## src/logic/conv_pkg.sv

```systemverilog
`default_nettype none

package conv_pkg;

	// pixel and weight width
	localparam int PIXEL_W = 9;
	localparam int ROW_LEN = 16;
	localparam int KSIZE = 3;
	localparam int TAPS = KSIZE * KSIZE;
	localparam int KERNELS = 3;
	// window positions per sweep
	localparam int COLS_OUT = ROW_LEN - KSIZE + 1;
	// nine signed 9x9 products plus growth
	localparam int ACC_W = 22;

	typedef logic signed [PIXEL_W-1:0] pixel_t;

	typedef logic signed [PIXEL_W-1:0] weight_t;

	typedef logic signed [ACC_W-1:0] acc_t;

	// pixel 0 in the low bits
	typedef logic [ROW_LEN*PIXEL_W-1:0] row_t;

	// tap = row * 3 + column, row 0 is the oldest row
	typedef logic [TAPS*PIXEL_W-1:0] window_t;

	// kernel 0 lowest, same tap order inside each kernel
	typedef logic [KERNELS*TAPS*PIXEL_W-1:0] weight_set_t;

	typedef logic [3:0] col_t;

	typedef enum logic [1:0] {
		ROW_LOAD,
		ROW_SWEEP,
		ROW_SHIFT
	} row_state_t;

endpackage

`default_nettype wire

```

## src/logic/row_window.sv

```systemverilog
`timescale 1ns/1ps
`default_nettype none

module row_window (
	input  logic                 clk,
	input  logic                 rst_n,
	input  logic                 init,
	input  conv_pkg::row_t       row_in,
	output conv_pkg::window_t    window,
	output logic                 window_valid,
	output logic                 row_take
);

	conv_pkg::row_state_t state;
	conv_pkg::col_t       col;
	logic [1:0]           load_cnt;
	logic                 loaded;
	conv_pkg::row_t       rows [conv_pkg::KSIZE];
	conv_pkg::window_t    win_sel;

	assign loaded = (load_cnt == 2'(conv_pkg::KSIZE));

	// take only when the shift edge really happens
	assign row_take = (state == conv_pkg::ROW_SHIFT) && !init;

	// control state
	always_ff @(posedge clk or negedge rst_n) begin
		if (!rst_n) begin
			state        <= conv_pkg::ROW_LOAD;
			load_cnt     <= 2'd0;
			col          <= '0;
			window_valid <= 1'b0;
		end else begin
			window_valid <= 1'b0;
			if (init) begin
				// init wins from any state
				state <= conv_pkg::ROW_LOAD;
				col   <= '0;
				if (!loaded) begin
					load_cnt <= load_cnt + 2'd1;
				end
			end else begin
				case (state)
					conv_pkg::ROW_LOAD: begin
						// incomplete load restarts on the next init
						load_cnt <= 2'd0;
						if (loaded) begin
							state <= conv_pkg::ROW_SWEEP;
						end
					end
					conv_pkg::ROW_SWEEP: begin
						window_valid <= 1'b1;
						if (col == conv_pkg::col_t'(conv_pkg::COLS_OUT - 1)) begin
							col   <= '0;
							state <= conv_pkg::ROW_SHIFT;
						end else begin
							col <= col + 4'd1;
						end
					end
					conv_pkg::ROW_SHIFT: begin
						state <= conv_pkg::ROW_SWEEP;
					end
					default: begin
						state <= conv_pkg::ROW_LOAD;
					end
				endcase
			end
		end
	end

	// line buffer
	always_ff @(posedge clk) begin
		if (init) begin
			if (!loaded) begin
				rows[load_cnt] <= row_in;
			end
		end else if (state == conv_pkg::ROW_SHIFT) begin
			// oldest row drops out, new row at the bottom
			rows[0] <= rows[1];
			rows[1] <= rows[2];
			rows[2] <= row_in;
		end
	end

	// 3x3 window at the current column
	always_comb begin
		win_sel = '0;
		for (int r = 0; r < conv_pkg::KSIZE; r++) begin
			for (int c = 0; c < conv_pkg::KSIZE; c++) begin
				win_sel[(r*conv_pkg::KSIZE + c)*conv_pkg::PIXEL_W +: conv_pkg::PIXEL_W] =
					rows[r][(int'(col) + c)*conv_pkg::PIXEL_W +: conv_pkg::PIXEL_W];
			end
		end
	end

	always_ff @(posedge clk) begin
		if (!init && state == conv_pkg::ROW_SWEEP) begin
			window <= win_sel;
		end
	end

endmodule

`default_nettype wire

```

## config.mk

```make
export PLATFORM = sky130hd
export DESIGN_NAME = row_window
export DESIGN_NICKNAME = d
export VERILOG_FILES = /design/src/logic/conv_pkg.sv /design/src/logic/row_window.sv
export SDC_FILE = /design/constraint.sdc
export NUM_CORES = 1
export LEC_CHECK = 0
export ABC_AREA = 0
export BUFFER_PORTS_ARGS = -buffer_cell sky130_fd_sc_hd__buf_4
export CORE_MARGIN = 10
export CORE_UTILIZATION = 39
export CTS_CLUSTER_DIAMETER = 30
export DETAILED_ROUTE_END_ITERATION = 12
export MAX_ROUTING_LAYER = met4
export SYNTH_ARGS = -nofsm -noshare
export SYNTH_HDL_FRONTEND = slang
export SYNTH_SLANG_ARGS = --single-unit
export TNS_END_PERCENT = 20
```

## constraint.sdc

```tcl
create_clock -name clk -period 6.9 [get_ports clk]
set_clock_uncertainty 0.2 [all_clocks]
set_input_delay 1.725 -clock clk [delete_from_list [all_inputs] [get_ports clk]]
set_output_delay 1.725 -clock clk [all_outputs]
set_load 0.01 [all_outputs]
```

Word-level counts from Yosys, hierarchy flattened
Memory sizes are Yosys's and may differ from the RTL's.
Index checks and enable logic that the tools add are counted.
Word-level totals
  memory bits (read-only): 0
  bits in latches: 0
  word-level logic and storage cells: 59
  register bits: 90
  output and inout port bits: 83
  bits in writable memories: 432
  memories: 1
  input port bits: 147
Memory list
  rows: words 3, bits a word 144, rd ports 3, clocked after Yosys merged registers in 0, wr ports 3, RTL line row_window.sv:18  | conv_pkg::row_t rows [conv_pkg::KSIZE];
Operators by class
  reduce and logical (&&, ||, !) cells: 9
  multipliers: 3
  div/mod/pow operators: 0
  mux-type cells: 21
  bitwise gates (word level): 0
  magnitude comparators: 0
  shift-type cells: 9
  add/subtract/negate cells: 4
  equality and inequality tests: 7
Operator list (count)
  $shiftx A144 B32 Y9: 6
  $shiftx A144 B10 Y9: 2
  $mux W144: 1
  $reduce_or A144 Y1: 1
  $shiftx A144 B9 Y9: 1
  $mul A5 B4 Y9 const B: 2
  $mux W2: 7
  $mux W4: 3
  $mux W1: 9
  $mul A4 B4 Y8 const B: 1
  $ne A3 B3 Y1 const B: 2
  $pmux W2 S3: 1
  $add A4 B1 Y5 const B: 1
  $add A4 B2 Y5 const B: 1
  $add A4 B1 Y4 const B: 1
  $eq A2 B2 Y1 const B: 2
  $eq A4 B4 Y1 const B: 1
  $reduce_and A2 Y1: 2
  $reduce_bool A2 Y1: 2
  $add A2 B1 Y2 const B: 1
  $eq A2 B1 Y1 const B: 1
  $logic_and A1 B1 Y1: 2
  $logic_not A2 Y1: 1
  $ne A2 B2 Y1 const B: 1
  $logic_not A1 Y1: 1

Logic depth before layout (Yosys ltp)
  depth in word-level cells: 6
  mapped depth: 8

Least setup slack after synthesis
No wires, ideal clock.
  path kind: input to register
  start: input port init
  end: memory rows[0][0] in the netlist's numbering, enable pin
  slack: 0.742 ns
  arrival time: 4.746 ns
  stages on the path: 5
  setup time: 1.212 ns
  cells stage by stage: nor2_1 > nand2_1 > buf_2 > buf_1 > nand2_1
RTL lines
  from (decl): RTL line row_window.sv:7  | input logic init,
  to (decl): RTL line row_window.sv:18

Final worst setup path
  start: input port init
  end: output port row_take
On the way
  longest elaborated chain between the ends: 2
RTL lines
  $logic_not A1 Y1: RTL line row_window.sv:24  | assign row_take = (state == conv_pkg::ROW_SHIFT) && !init;
  $logic_and A1 B1 Y1: RTL line row_window.sv:24
  to (decl): RTL line row_window.sv:11  | output logic row_take
Every way passes these cells.

==> run summary <==
Row count = 97
Synthesized area per cell = 11.28 sq um
Largest family of logic cells by synthesized area = multiplexers
Top sig layer = met4
Final net count = 2786
Crit path max-delay family = buffers and inverters
Clk_lat worst skew = 690 ps
Switching portion of total power = 30.50%
FF-to-FF setup slack = 2960 ps
Clock Power Share = 44.8%
Maximum vdd ir drop = 235.4 uV
Final core area utilization = 48.45%
Hpwl dp = 75130 um
P_sw = 3.785 mW
P&R area growth vs syn = 23.63%
Post-Synth Simple-Gate Area = 14.99%
Initial antenna violation count = 5
Netlist cell types = 39
Outcome = completed
Max-slew headroom = 16.56%
Synth async-reset ratio = 1.724%
Synth Flop Type = edfxtp_1
Yosys warning total = 0
Die outline area = 81110 sq um
Max Freq = 203.6 MHz
Final setup TNS = 0 ps
Post-synthesis adder-cell area fraction = 0.2745%
CP endpoint = row_take
Worst r2r dst = window[38]
Quantity of hold-fixing buffers added after cts = 0
Drt pass-1 iters = 7
Gr ovfl total = 0
Number of remaining DRC errors = 0
DP Cell Count = 3453
Routed WL = 107000 um
Worst path depth = 5
Worst Path Buf+Inv = 3
Multiplexer share of the synthesized area = 17.02%
Fillers = 6233
Vias after detailed routing = 21510
Cell mode on critical path = buf_4
Cell Int Power = 8.626 mW
Die span in x = 284.8 um
Post_cts resized = 0
Critical Path RT = 4970 ps
Setup-failing EPs final = 0
CP max stage cell = inv_8
Initial DRC Count = 2264
PortBufs = 229
Flip-flop and latch area = 15640 sq um
CP Launch Point = init
WL/cell = 29.05 um
Critical-path maximum fanout = 44
I/O pin count = 230
Fin crit share = 71.19%
Post-synthesis cell count = 2424
Met2 routed WL = 53080 um
Maximum number of pins on one net before global-route repair = 195
Syn Nets = 2577
CTS Buf Count = 118
Combinational Power Share = 18.0%
Sequential area share after synthesis = 57.15%
Mapped Area = 27350 sq um
Wire length on met3 = 8682 um
Critical Setup Path Class = input port to primary output
Setup repair after global routing missed its margin = no
Postcts setup bufs = 0
Worst r2r src = col[3]
Final antenna-violating net count = 0
H-Tree Depth = 3
Area of the multi-input gates = 10850 sq um
Yosys top cell by area = edfxtp_1
First-pass GRT wire length = 151500 um
CP cell instances = buf_4 > nor2_1 > nand2_4 > inv_8 > buf_4
R2R depth = 5
Max-slew violation count = 0
P per Cell Area = 367.1 nW/um^2
Placer Congestion = 0.9564
Vias in the first global route = 21940
Worst path max stage delay = 360 ps
Maxcap violations = 0
CP Capture Type = primary output
Fin. Hold Viols = 0
Synth top area share = 56.33%
Core ar. = 69790 sq um
Leakage = 12.45 nW
Seq pwr share = 37.2%
Worst-path clk slew = 50 ps
Die H = 284.8 um
#FFs+latches synth = 522
Clk root buf = clkbuf_16
Startpoint Class = input port
Synth Area in XOR/XNOR = 0.03203%
CTS tree = yes
Slew @ Worst Pin = 1252 ps
Gr usage total = 26.25%
Fin crit period = 4912 ps
Via-to-Cell Ratio = 5.841
Compound-Gate Fraction of Synth Area = 7.064%
CTS Sinks = 522
Starting Density = 39.19%
EDFF count, synth = 513
WL met1 = 37660 um
Crit path DAT = 2990 ps
PnR Total Power = 12.41 mW
HP Class = flip-flop to flip-flop
Clock Tree Buf Depth = 3
Finished Layout Cells = 3682
Share of cells above drive strength 1 = 20.55%
Synth area leaders = edfxtp_1 (56%), nand2_1 (13%), mux2i_1 (11%)
-- stage by stage --
stage | hold WS (ps) | area (sq um) | setup slack, ps
global route | 365.5 | 33810 | 1903
detailed placement | 334.0 | 29780 | 1982
floorplan | 316.2 | 27350 | 741.8
global placement | 330.3 | 29780 | 1977
CTS | 346.4 | 33800 | 1970
finish | 344.3 | 33810 | 1988
-- final cells by class --
cell class	count	area share, %
Clock inverter	96	3.012
Sequential cell	522	46.27
Tap cell	940	3.479
Timing Repair Buffer	260	6.143
Clock buffer	130	8.867
Inverter	8	0.1221
Multi-Input combinational cell	1723	32.09
Antenna cell	3	0.02220
-- per-layer routing --
| layer | track usage [%] | up-vias |
|---|---|---|
| met1 | 28.46 | 10750 |
| met2 | 43.75 | 1149 |
| met3 | 5.289 | 307 |
| met4 | 16.74 | 0 |
| li1 | - | 9303 |
| met5 | - | - |
-- power by group through the flow --
stage / sequential (mW) / clock, mW / combinational (mW)
finish: 4.62 / 5.56 / 2.23
global route: 4.64 / 5.77 / 2.36
CTS: 4.61 / 5.61 / 2.19
detailed placement: 4.66 / 0 / 2.18
global placement: 4.65 / 0 / 2.15
floorplan: 4.49 / 0 / 1.42
-- cell families after synthesis --
family / count (synthesis)
flip-flops: 522
buffers and inverters: 179
adder cells (fa/ha/maj): 6
AO/OA/AOI/OAI: 273
XOR/XNOR: 1
AND/OR/NAND/NOR: 1062
multiplexers: 381
-- Yosys cell counts, drive strengths merged, types with 30 or more instances --
cell      n
a21oi    86
a22oi    30
a32oi    66
buf     125
clkbuf   46
edfxtp  513
mux2i   303
mux4     66
nand2   949
nand3    40
nor2     49
-- how the worst min path moves through the flow --
stage | startpoint | endpoint | slack [ps] | cells after the start
3_5_place_dp | rows[2][1] | rows[1][1] | 330 | 2
4_1_cts | rows[2][1] | rows[1][1] | 350 | 2
6_report | rows[2][1] | rows[1][1] | 340 | 2
5_1_grt | rows[2][1] | rows[1][1] | 370 | 2
2_1_floorplan | rows[1][0] | rows[0][0] | 320 | 2
3_3_place_gp | rows[2][8] | rows[1][8] | 330 | 2
-- cells in the final DEF (no fill, tap or decap), types with 3 or more instances in the layout --
| cell type | count |
|---|---|
| nand2_1 | 945 |
| edfxtp_1 | 513 |
| mux2i_1 | 303 |
| buf_4 | 250 |
| clkbuf_16 | 118 |
| a21oi_1 | 86 |
| mux4_2 | 66 |
| a32oi_1 | 66 |
| nor2_1 | 44 |
| nand3_1 | 40 |
| a22oi_1 | 30 |
| o221ai_1 | 27 |
| o22ai_1 | 27 |
| o2bb2ai_1 | 26 |
| clkinvlp_4 | 24 |
| clkinv_2 | 22 |
| clkinv_1 | 14 |
| bufinv_16 | 13 |
| clkinv_4 | 12 |
| clkbuf_1 | 12 |
| buf_12 | 10 |
| mux2_2 | 8 |
| or2_2 | 8 |
| o21ai_0 | 7 |
| ha_1 | 6 |
| inv_6 | 6 |
| dfrtp_1 | 5 |
| mux2_1 | 4 |
| or2_0 | 4 |
| nor2_4 | 4 |
| nand2_4 | 4 |
| diode_2 | 3 |
| inv_1 | 3 |
| dfrtp_4 | 3 |
-- sequential cells by signal, indices dropped and copies added, names as in the netlist --
signal and count:
col 4, load_cnt 2, rows 432, state 2
window 81, window_valid 1
-- worst min-delay path: stages (launching register included) --
cell and delay [ps]:
edfxtp_1 330, nand2_1 50, nand2_1 60
(Power assumes the default switching activity.)
