## config.mk

```make
export PLATFORM = sky130hd
export DESIGN_NAME = kernel_bank
export DESIGN_NICKNAME = d
export VERILOG_FILES = /design/src/logic/conv_pkg.sv /design/src/logic/kernel_bank.sv
export SDC_FILE = /design/constraint.sdc
export NUM_CORES = 1
export LEC_CHECK = 0
export ABC_AREA = 1
export BUFFER_PORTS_ARGS = -buffer_cell sky130_fd_sc_hd__buf_2
export CAP_MARGIN = 20
export CORE_AREA = 2 2 188 190
export CTS_CLUSTER_SIZE = 12
export DETAILED_ROUTE_END_ITERATION = 16
export DIE_AREA = 0 0 190 192
export GPL_TIMING_DRIVEN = 0
export HOLD_SLACK_MARGIN = 0.1
export PLACE_DENSITY = 0.57
export RECOVER_POWER = 50
export SLEW_MARGIN = 20
export SYNTH_ARGS = -nofsm -noshare
export SYNTH_HDL_FRONTEND = slang
export SYNTH_SLANG_ARGS = --single-unit
```

## constraint.sdc

```tcl
create_clock -name clk -period 0.8 [get_ports clk]
set_input_delay 0.08 -clock clk [delete_from_list [all_inputs] [get_ports clk]]
set_output_delay 0.08 -clock clk [all_outputs]
set_load 0.02 [all_outputs]
```

## src/logic/conv_pkg.sv

```systemverilog
`default_nettype none

package conv_pkg;

	// pixel and weight width
	localparam int PIXEL_W = 9;
	localparam int ROW_LEN = 16;
	localparam int KSIZE = 3;
	localparam int TAPS = KSIZE * KSIZE;
	localparam int KERNELS = 3;
	// window positions per sweep
	localparam int COLS_OUT = ROW_LEN - KSIZE + 1;
	// nine signed 9x9 products plus growth
	localparam int ACC_W = 22;

	typedef logic signed [PIXEL_W-1:0] pixel_t;

	typedef logic signed [PIXEL_W-1:0] weight_t;

	typedef logic signed [ACC_W-1:0] acc_t;

	// pixel 0 in the low bits
	typedef logic [ROW_LEN*PIXEL_W-1:0] row_t;

	// tap = row * 3 + column, row 0 is the oldest row
	typedef logic [TAPS*PIXEL_W-1:0] window_t;

	// kernel 0 lowest, same tap order inside each kernel
	typedef logic [KERNELS*TAPS*PIXEL_W-1:0] weight_set_t;

	typedef logic [3:0] col_t;

	typedef enum logic [1:0] {
		ROW_LOAD,
		ROW_SWEEP,
		ROW_SHIFT
	} row_state_t;

endpackage

`default_nettype wire

```

## src/logic/kernel_bank.sv

```systemverilog
`timescale 1ns/1ps
`default_nettype none

module kernel_bank (
	input  logic                  clk,
	input  logic                  rst_n,
	input  logic                  init,
	input  conv_pkg::weight_set_t weight_in,
	output conv_pkg::weight_set_t kernels
);

	// one weight per kernel and tap
	conv_pkg::weight_t bank [conv_pkg::KERNELS][conv_pkg::TAPS];

	// last value seen while init is high is kept
	always_ff @(posedge clk or negedge rst_n) begin
		if (!rst_n) begin
			for (int k = 0; k < conv_pkg::KERNELS; k++) begin
				for (int t = 0; t < conv_pkg::TAPS; t++) begin
					bank[k][t] <= '0;
				end
			end
		end else if (init) begin
			for (int k = 0; k < conv_pkg::KERNELS; k++) begin
				for (int t = 0; t < conv_pkg::TAPS; t++) begin
					bank[k][t] <= conv_pkg::weight_t'(
						weight_in[(k*conv_pkg::TAPS + t)*conv_pkg::PIXEL_W +: conv_pkg::PIXEL_W]);
				end
			end
		end
	end

	// repack in bus order
	always_comb begin
		kernels = '0;
		for (int k = 0; k < conv_pkg::KERNELS; k++) begin
			for (int t = 0; t < conv_pkg::TAPS; t++) begin
				kernels[(k*conv_pkg::TAPS + t)*conv_pkg::PIXEL_W +: conv_pkg::PIXEL_W] =
					bank[k][t];
			end
		end
	end

endmodule

`default_nettype wire

```

# Word level (Yosys, flattened, before mapping)
# Index checks and enable logic that the tools add are counted.
dict set report totals {
  ff_bits 243
  out_inout_bits 243
  word_cells 27
  input_bits 246
}

# Longest topological paths before layout
# Gate-level depths: netlist of the first run.
dict set report depth {
  ltp_word 0
  depth_mapped 6
}

# Worst setup path after synthesis of the first run
# Ideal clock, no wire load.
dict set report synth_path {
  kind {input to register}
  from {in init}
  to {reg bank (netlist bit kernels[0])}
  stages 5
  path_slack_ps 48
  path_buffers 3
  arrival_time_ps 635
  setup_ps 117
  path_cell_list {buf_4 buf_4 buf_2 nand2_1 nand2_1}
}
# element line_no
set synth_rtl {}
lappend synth_rtl {{start: declaration} kernel_bank.sv:7} ;# input logic init,
lappend synth_rtl {{end signal: indexed assignment} kernel_bank.sv:26} ;# bank[k][t] <= conv_pkg::weight_t'(
lappend synth_rtl {{end: declaration} kernel_bank.sv:13} ;# conv_pkg::weight_t bank [conv_pkg::KERNELS][conv_pkg::TAPS];

# Final worst setup path of the first run
dict set report layout_path {
  from {reg bank (netlist bit kernels[121])}
  to {out kernels[121]}
}
# element line_no
set layout_rtl {}
lappend layout_rtl {{end: declaration} kernel_bank.sv:9} ;# output conv_pkg::weight_set_t kernels
# No word-level cell between the ends.

==> out/metrics.yaml, run 1 <==
power_and_ir_drop:
  p_leak_nw: 9.84
  finalPower_mw: 34.9
  ir_drop_mv: 1.41
  p_per_area_nw_per_um2: 1930
final_layout:
  largest_reg_flops: 243
  postLayoutCellArea_um2: 18100
  final_util: 0.527
  layout.cells.non_filler: 2390
  fillCellCount: 2814
  syn2layout_area_growth_pct: 96.3
  drive_gt1_frac: 0.367
  mostFrequentLayoutCells: "nand2_1, buf_2, buf_6, dlygate4sd3_1, dfrtp_1"
  final_common_cell: "nand2_1"
  final_nets: 2161
place:
  dpl_worst_slack_ns: -0.486
  port_buffers: 487
  hpwl_um: 22600
  place_area_um2: 12300
  place_inst: 1970
  place_congestion: 0.842
worst_setup_path:
  reg2reg_depth: 4
  timing.rr.start: "kernels[235]$_DFFE_PN0P_"
  cp.arrival_ns: 1.13
  endpoint_kind: "output pin"
  startpoint_type: "register"
  critPathKind: "register to output pin"
  crit_family: "flip-flops"
  cp.required_ns: 0.72
  crit_start: "kernels[121]$_DFFE_PN0P_"
  cp_slowest_cell: "dfrtp_1"
  path_max_fanout: 2
  cp-endpoint: "kernels[121]"
  regToRegEndpoint: "kernels[235]$_DFFE_PN0P_"
  cp_cell_sequence: "buf_6"
  cp_num_buf_inv: 1
  cpPeakStageDelay_ns: 0.44
  r2r_slack_ns: -0.08
  crit_cells: 1
sta:
  finalHoldViolations: 56
  setup_slack_ns: -0.414
  worst_pin_slew_ns: 0.856
  tns_ns: -83.44
  finalCritPeriodShare: 1.52
  max_freq_mhz: 824
  relSlewSlack: 0.429
  rsz0062_at_grt: "true"
  setup-violations-final: 255
  period_minus_slack_ns: 1.21
  finClkSkew_ns: 0
  hold_ws_ns: -0.316
  maxSlewViolCount: 0
floorplanning:
  fp.coreArea_um2: 34300
  ios: 489
  die_h_um: 192
  rows: 68
  initial_core_util: 0.269
  dieWidth_um: 190
  dieArea_um2: 36500
grt:
  overflow: 0
  grt_pass1_wl_um: 55300
  track_usage: 0.191
  antenna_found_initial: 0
  grt_max_degree: 95
  grt_pass1_vias: 10474
clock_network:
  clk_pin_slew_worst_paths_ns: 0.07
  cts_tree: "built"
  h-tree-depth: 1
  cts_sinks: 243
  max-clock-path-buffers: 3
  cts-hold-fix-buffers: 244
  insertion_delay_ns: 0.53
  root_buffer: "clkbuf_16"
  cts_inserted_buffers: 27
synthesis:
  synth_nets: 1272
  syn-cell-area_um2: 9210
  yosysUniqueCellTypes: 7
  syn_inst: 1026
  syn_area_per_cell_um2: 8.97
  synth_area_leader_cell: "dfrtp_1"
  ys_seq_elements: 243
  synth_top_area_share: 0.660
  ys_seq_area_frac: 0.660
  yosys_warnings: 0
  synth.area.top_cells: "dfrtp_1, nand2_1, buf_6"
run_status:
  violations: "hold timing, setup timing"
  status: "finished with violations"
drt:
  ant_nets: 0
  drc: 0
  totalWireLength_um: 37800
  drtIter0Drc: 443
  vias: 10323
  routedWlPerCell_um: 15.8
  detail_route.first_pass.iterations: 5
  vias_per_cell: 4.32
run:
  drv_cap: 0
min_path:
  hp-class: "primary input to asynchronous set/reset pin"
-- routing by layer --
metal | vias to the layer above | global-route usage | routed length (um) | part of all wire
li1 | 4859 | - | - | -
met1 | 4880 | 0.211 | 14200 | 0.37
met2 | 458 | 0.344 | 19100 | 0.51
met3 | 126 | 0.0481 | 2740 | 0.072
met4 | 0 | 0.0891 | 1780 | 0.047
met5 | - | 0 | 0 | 0
-- timing repair --
| action | in CTS | in global routing |
|---|---|---|
| setup endpoints to repair | 243 | 330 |
| pin swaps | 0 | 2 |
| buffers inserted | 54 | 76 |
| hold endpoints to repair | 486 | 243 |
| resized for setup | 486 | 12 |
-- Yosys cell counts --
cell and n:
nand2_1 729, dfrtp_1 243, buf_2 25, buf_6 19, clkbuf_1 6, buf_4 3, inv_4 1
-- worst min-delay path by stage --
stage                        start                  endpoint  slack, ns
floorplan                    rst_n    kernels[0]$_DFFE_PN0P_      -0.22
global placement    weight_in[172]  kernels[172]$_DFFE_PN0P_       0.28
detailed placement           rst_n   kernels[67]$_DFFE_PN0P_       0.05
CTS                          rst_n   kernels[67]$_DFFE_PN0P_      -0.52
global route                 rst_n   kernels[55]$_DFFE_PN0P_      -0.25
finish                       rst_n   kernels[67]$_DFFE_PN0P_      -0.32
-- area by class of cell --
| cell class | instances | area, um2 | area share |
|---|---|---|---|
| Clock inverter | 5 | 60.1 | 0.00332 |
| Tap cell | 455 | 569 | 0.0315 |
| Buffer | 53 | 384 | 0.0213 |
| Clock buffer | 42 | 792 | 0.0438 |
| Timing Repair Buffer | 860 | 7420 | 0.411 |
| Antenna cell | 2 | 5.00 | 0.000277 |
| Sequential cell | 243 | 6080 | 0.336 |
| Multi-Input combinational cell | 729 | 2750 | 0.152 |
| Inverter | 1 | 6.26 | 0.000346 |
-- logic make-up (layout without fill, tap and decap cells) --
group,after synthesis,after routing,synth area share
AND/OR/NAND/NOR,729,729,0.297
other,0,2,0
buffers and inverters,54,961,0.0424
flip-flops,243,243,0.660
-- report_power, final --
part / internal [mW] / switching (mW) / total [mW]
sequential: 13.4 / 0.878 / 14.3
clock: 7.08 / 5.02 / 12.1
combinational: 4.54 / 4.02 / 8.56
total: 25.0 / 9.92 / 34.9
No activity file was read; power rests on OpenSTA's default activity.
==> run 2: changes to the inputs <==
PLACE_DENSITY = 0.52   (was 0.57)
==> run 2 against run 1 <==
  * The run still ends with hold timing, setup timing left
  * Clock power rose by 4%
  * Via count fell by 3.4%
  * Critical endpoint is now kernels[187]
  * Critical path type unchanged
  * Critical path depth did not move
  * Global-route usage barely moved
==> out/metrics.yaml, run 2 (same netlist as run 1, synthesis figures left out) <==
run_status:
  status: "finished with violations"
  violations: "hold timing, setup timing"
clock_network:
  cts_inserted_buffers: 28
  cts_tree: "built"
  root_buffer: "clkbuf_16"
  h-tree-depth: 1
  clk_pin_slew_worst_paths_ns: 0.06
  max-clock-path-buffers: 3
  cts_sinks: 243
  insertion_delay_ns: 0.53
grt:
  grt_max_degree: 90
  track_usage: 0.191
  antenna_found_initial: 0
  grt_pass1_wl_um: 55200
  overflow: 0
  grt_pass1_vias: 10402
worst_setup_path:
  cp_slowest_cell: "dfrtp_1"
  startpoint_type: "register"
  path_max_fanout: 2
  endpoint_kind: "output pin"
  cp.required_ns: 0.72
  cp_num_buf_inv: 1
  cpPeakStageDelay_ns: 0.43
  cp.arrival_ns: 1.14
  cp_cell_sequence: "buf_6"
  crit_family: "flip-flops"
  critPathKind: "register to output pin"
drt:
  ant_nets: 0
  totalWireLength_um: 37300
  vias: 9977
  drc: 0
  routedWlPerCell_um: 15.7
  vias_per_cell: 4.20
  drtIter0Drc: 301
  detail_route.first_pass.iterations: 5
final_layout:
  fillCellCount: 3006
  final_common_cell: "nand2_1"
  final_nets: 2149
  multi_input_area_um2: 2750
  syn2layout_area_growth_pct: 95.7
  insertedDiodeCount: 0
  layout.cells.non_filler: 2373
  drive_gt1_frac: 0.363
  largest_reg_flops: 243
  mostFrequentLayoutCells: "nand2_1, buf_6, buf_2, dlygate4sd3_1, dfrtp_1"
  seqCellArea_um2: 6080
place:
  place_congestion: 0.802
  dpl_worst_slack_ns: -0.585
  place_inst: 1970
  port_buffers: 487
  hpwl_um: 24000
power_and_ir_drop:
  switchingPower_mw: 9.88
  ir_drop_mv: 1.40
  p_per_area_nw_per_um2: 1960
  comb_power_share: 0.239
  p_clk_frac: 0.357
  p_leak_nw: 9.79
  netSwitchingFraction: 0.280
  p_int_mw: 25.4
  power_frac_seq: 0.404
  finalPower_mw: 35.2
floorplanning:
  initial_core_util: 0.269
  dieArea_um2: 36500
  rows: 68
  ios: 489
  fp.coreArea_um2: 34300
  die_h_um: 192
  dieWidth_um: 190
sta:
  hold_ws_ns: -0.185
  setup-violations-final: 366
  finalCritPeriodShare: 1.52
  maxSlewViolCount: 0
  max_freq_mhz: 821
  setup_slack_ns: -0.419
  tns_ns: -92.46
  finClkSkew_ns: 0
  relSlewSlack: 0.188
  period_minus_slack_ns: 1.22
  rsz0062_at_grt: "true"
  worst_pin_slew_ns: 1.22
  finalHoldViolations: 80
min_path:
  hp-class: "primary input to asynchronous set/reset pin"
run:
  drv_cap: 0
[run 2: cell types whose count changed in the layout (fill, tap and decap cells not counted), sizes merged]
cell and change:
buf -15, clkinv -2, diode -2, dlygate4sd3 +2
[run 2: power groups by stage]
stage	sequential (mW)	combinational, mW	clock [mW]
after global routing	14.3	9.05	13.4
after detailed placement	14.2	5.41	0
after CTS	14.2	7.98	13.0
after floorplan	15.5	1.35	0
after global placement	14.1	5.34	0
final	14.2	8.44	12.6
[run 2: path summary, 6_finish.rpt]
kind                                          start                        to  slack, ns  depth (start not counted)
max reg2reg                  kernels[1]$_DFFE_PN0P_    kernels[1]$_DFFE_PN0P_      -0.09                          4
min                                           rst_n   kernels[37]$_DFFE_PN0P_      -0.18                          1
max in group asynchronous                     rst_n  kernels[229]$_DFFE_PN0P_      -0.10                          2
max                        kernels[187]$_DFFE_PN0P_              kernels[187]      -0.42                          1
min reg2reg                 kernels[82]$_DFFE_PN0P_   kernels[82]$_DFFE_PN0P_       0.49                          2
min in group clk                               init  kernels[226]$_DFFE_PN0P_       0.10                          4
[run 2: metal layers]
metal	vias to the layer above	GRT usage	share of wire
met2	385	0.349	0.51
met3	105	0.0444	0.064
li1	4828	-	-
met1	4659	0.215	0.39
met4	0	0.0757	0.039
met5	-	0	0
[run 2: through the flow]
| step | instance area (um2) | utilization |
|---|---|---|
| global placement | 12200 | 0.356 |
| CTS | 17500 | 0.511 |
| global route | 18000 | 0.525 |
| floorplan | 9210 | - |
| detailed placement | 12300 | 0.358 |
| finish | 18000 | 0.525 |
[run 2: area by class of cell]
cell class | instances | area share
Timing Repair Buffer | 847 | 0.407
Sequential cell | 243 | 0.338
Multi-Input combinational cell | 729 | 0.153
Clock buffer | 42 | 0.0469
Tap cell | 455 | 0.0316
Buffer | 53 | 0.0217
Clock inverter | 3 | 0.00236
Inverter | 1 | 0.000347
[run 2: timing repair]
action                     4_1_cts  5_1_grt
pin swaps                        0        1
setup buffers                   51       62
setup endpoints to repair      243      256
resized for setup              487       13
hold endpoints to repair       384       82
hold buffers                   244        1
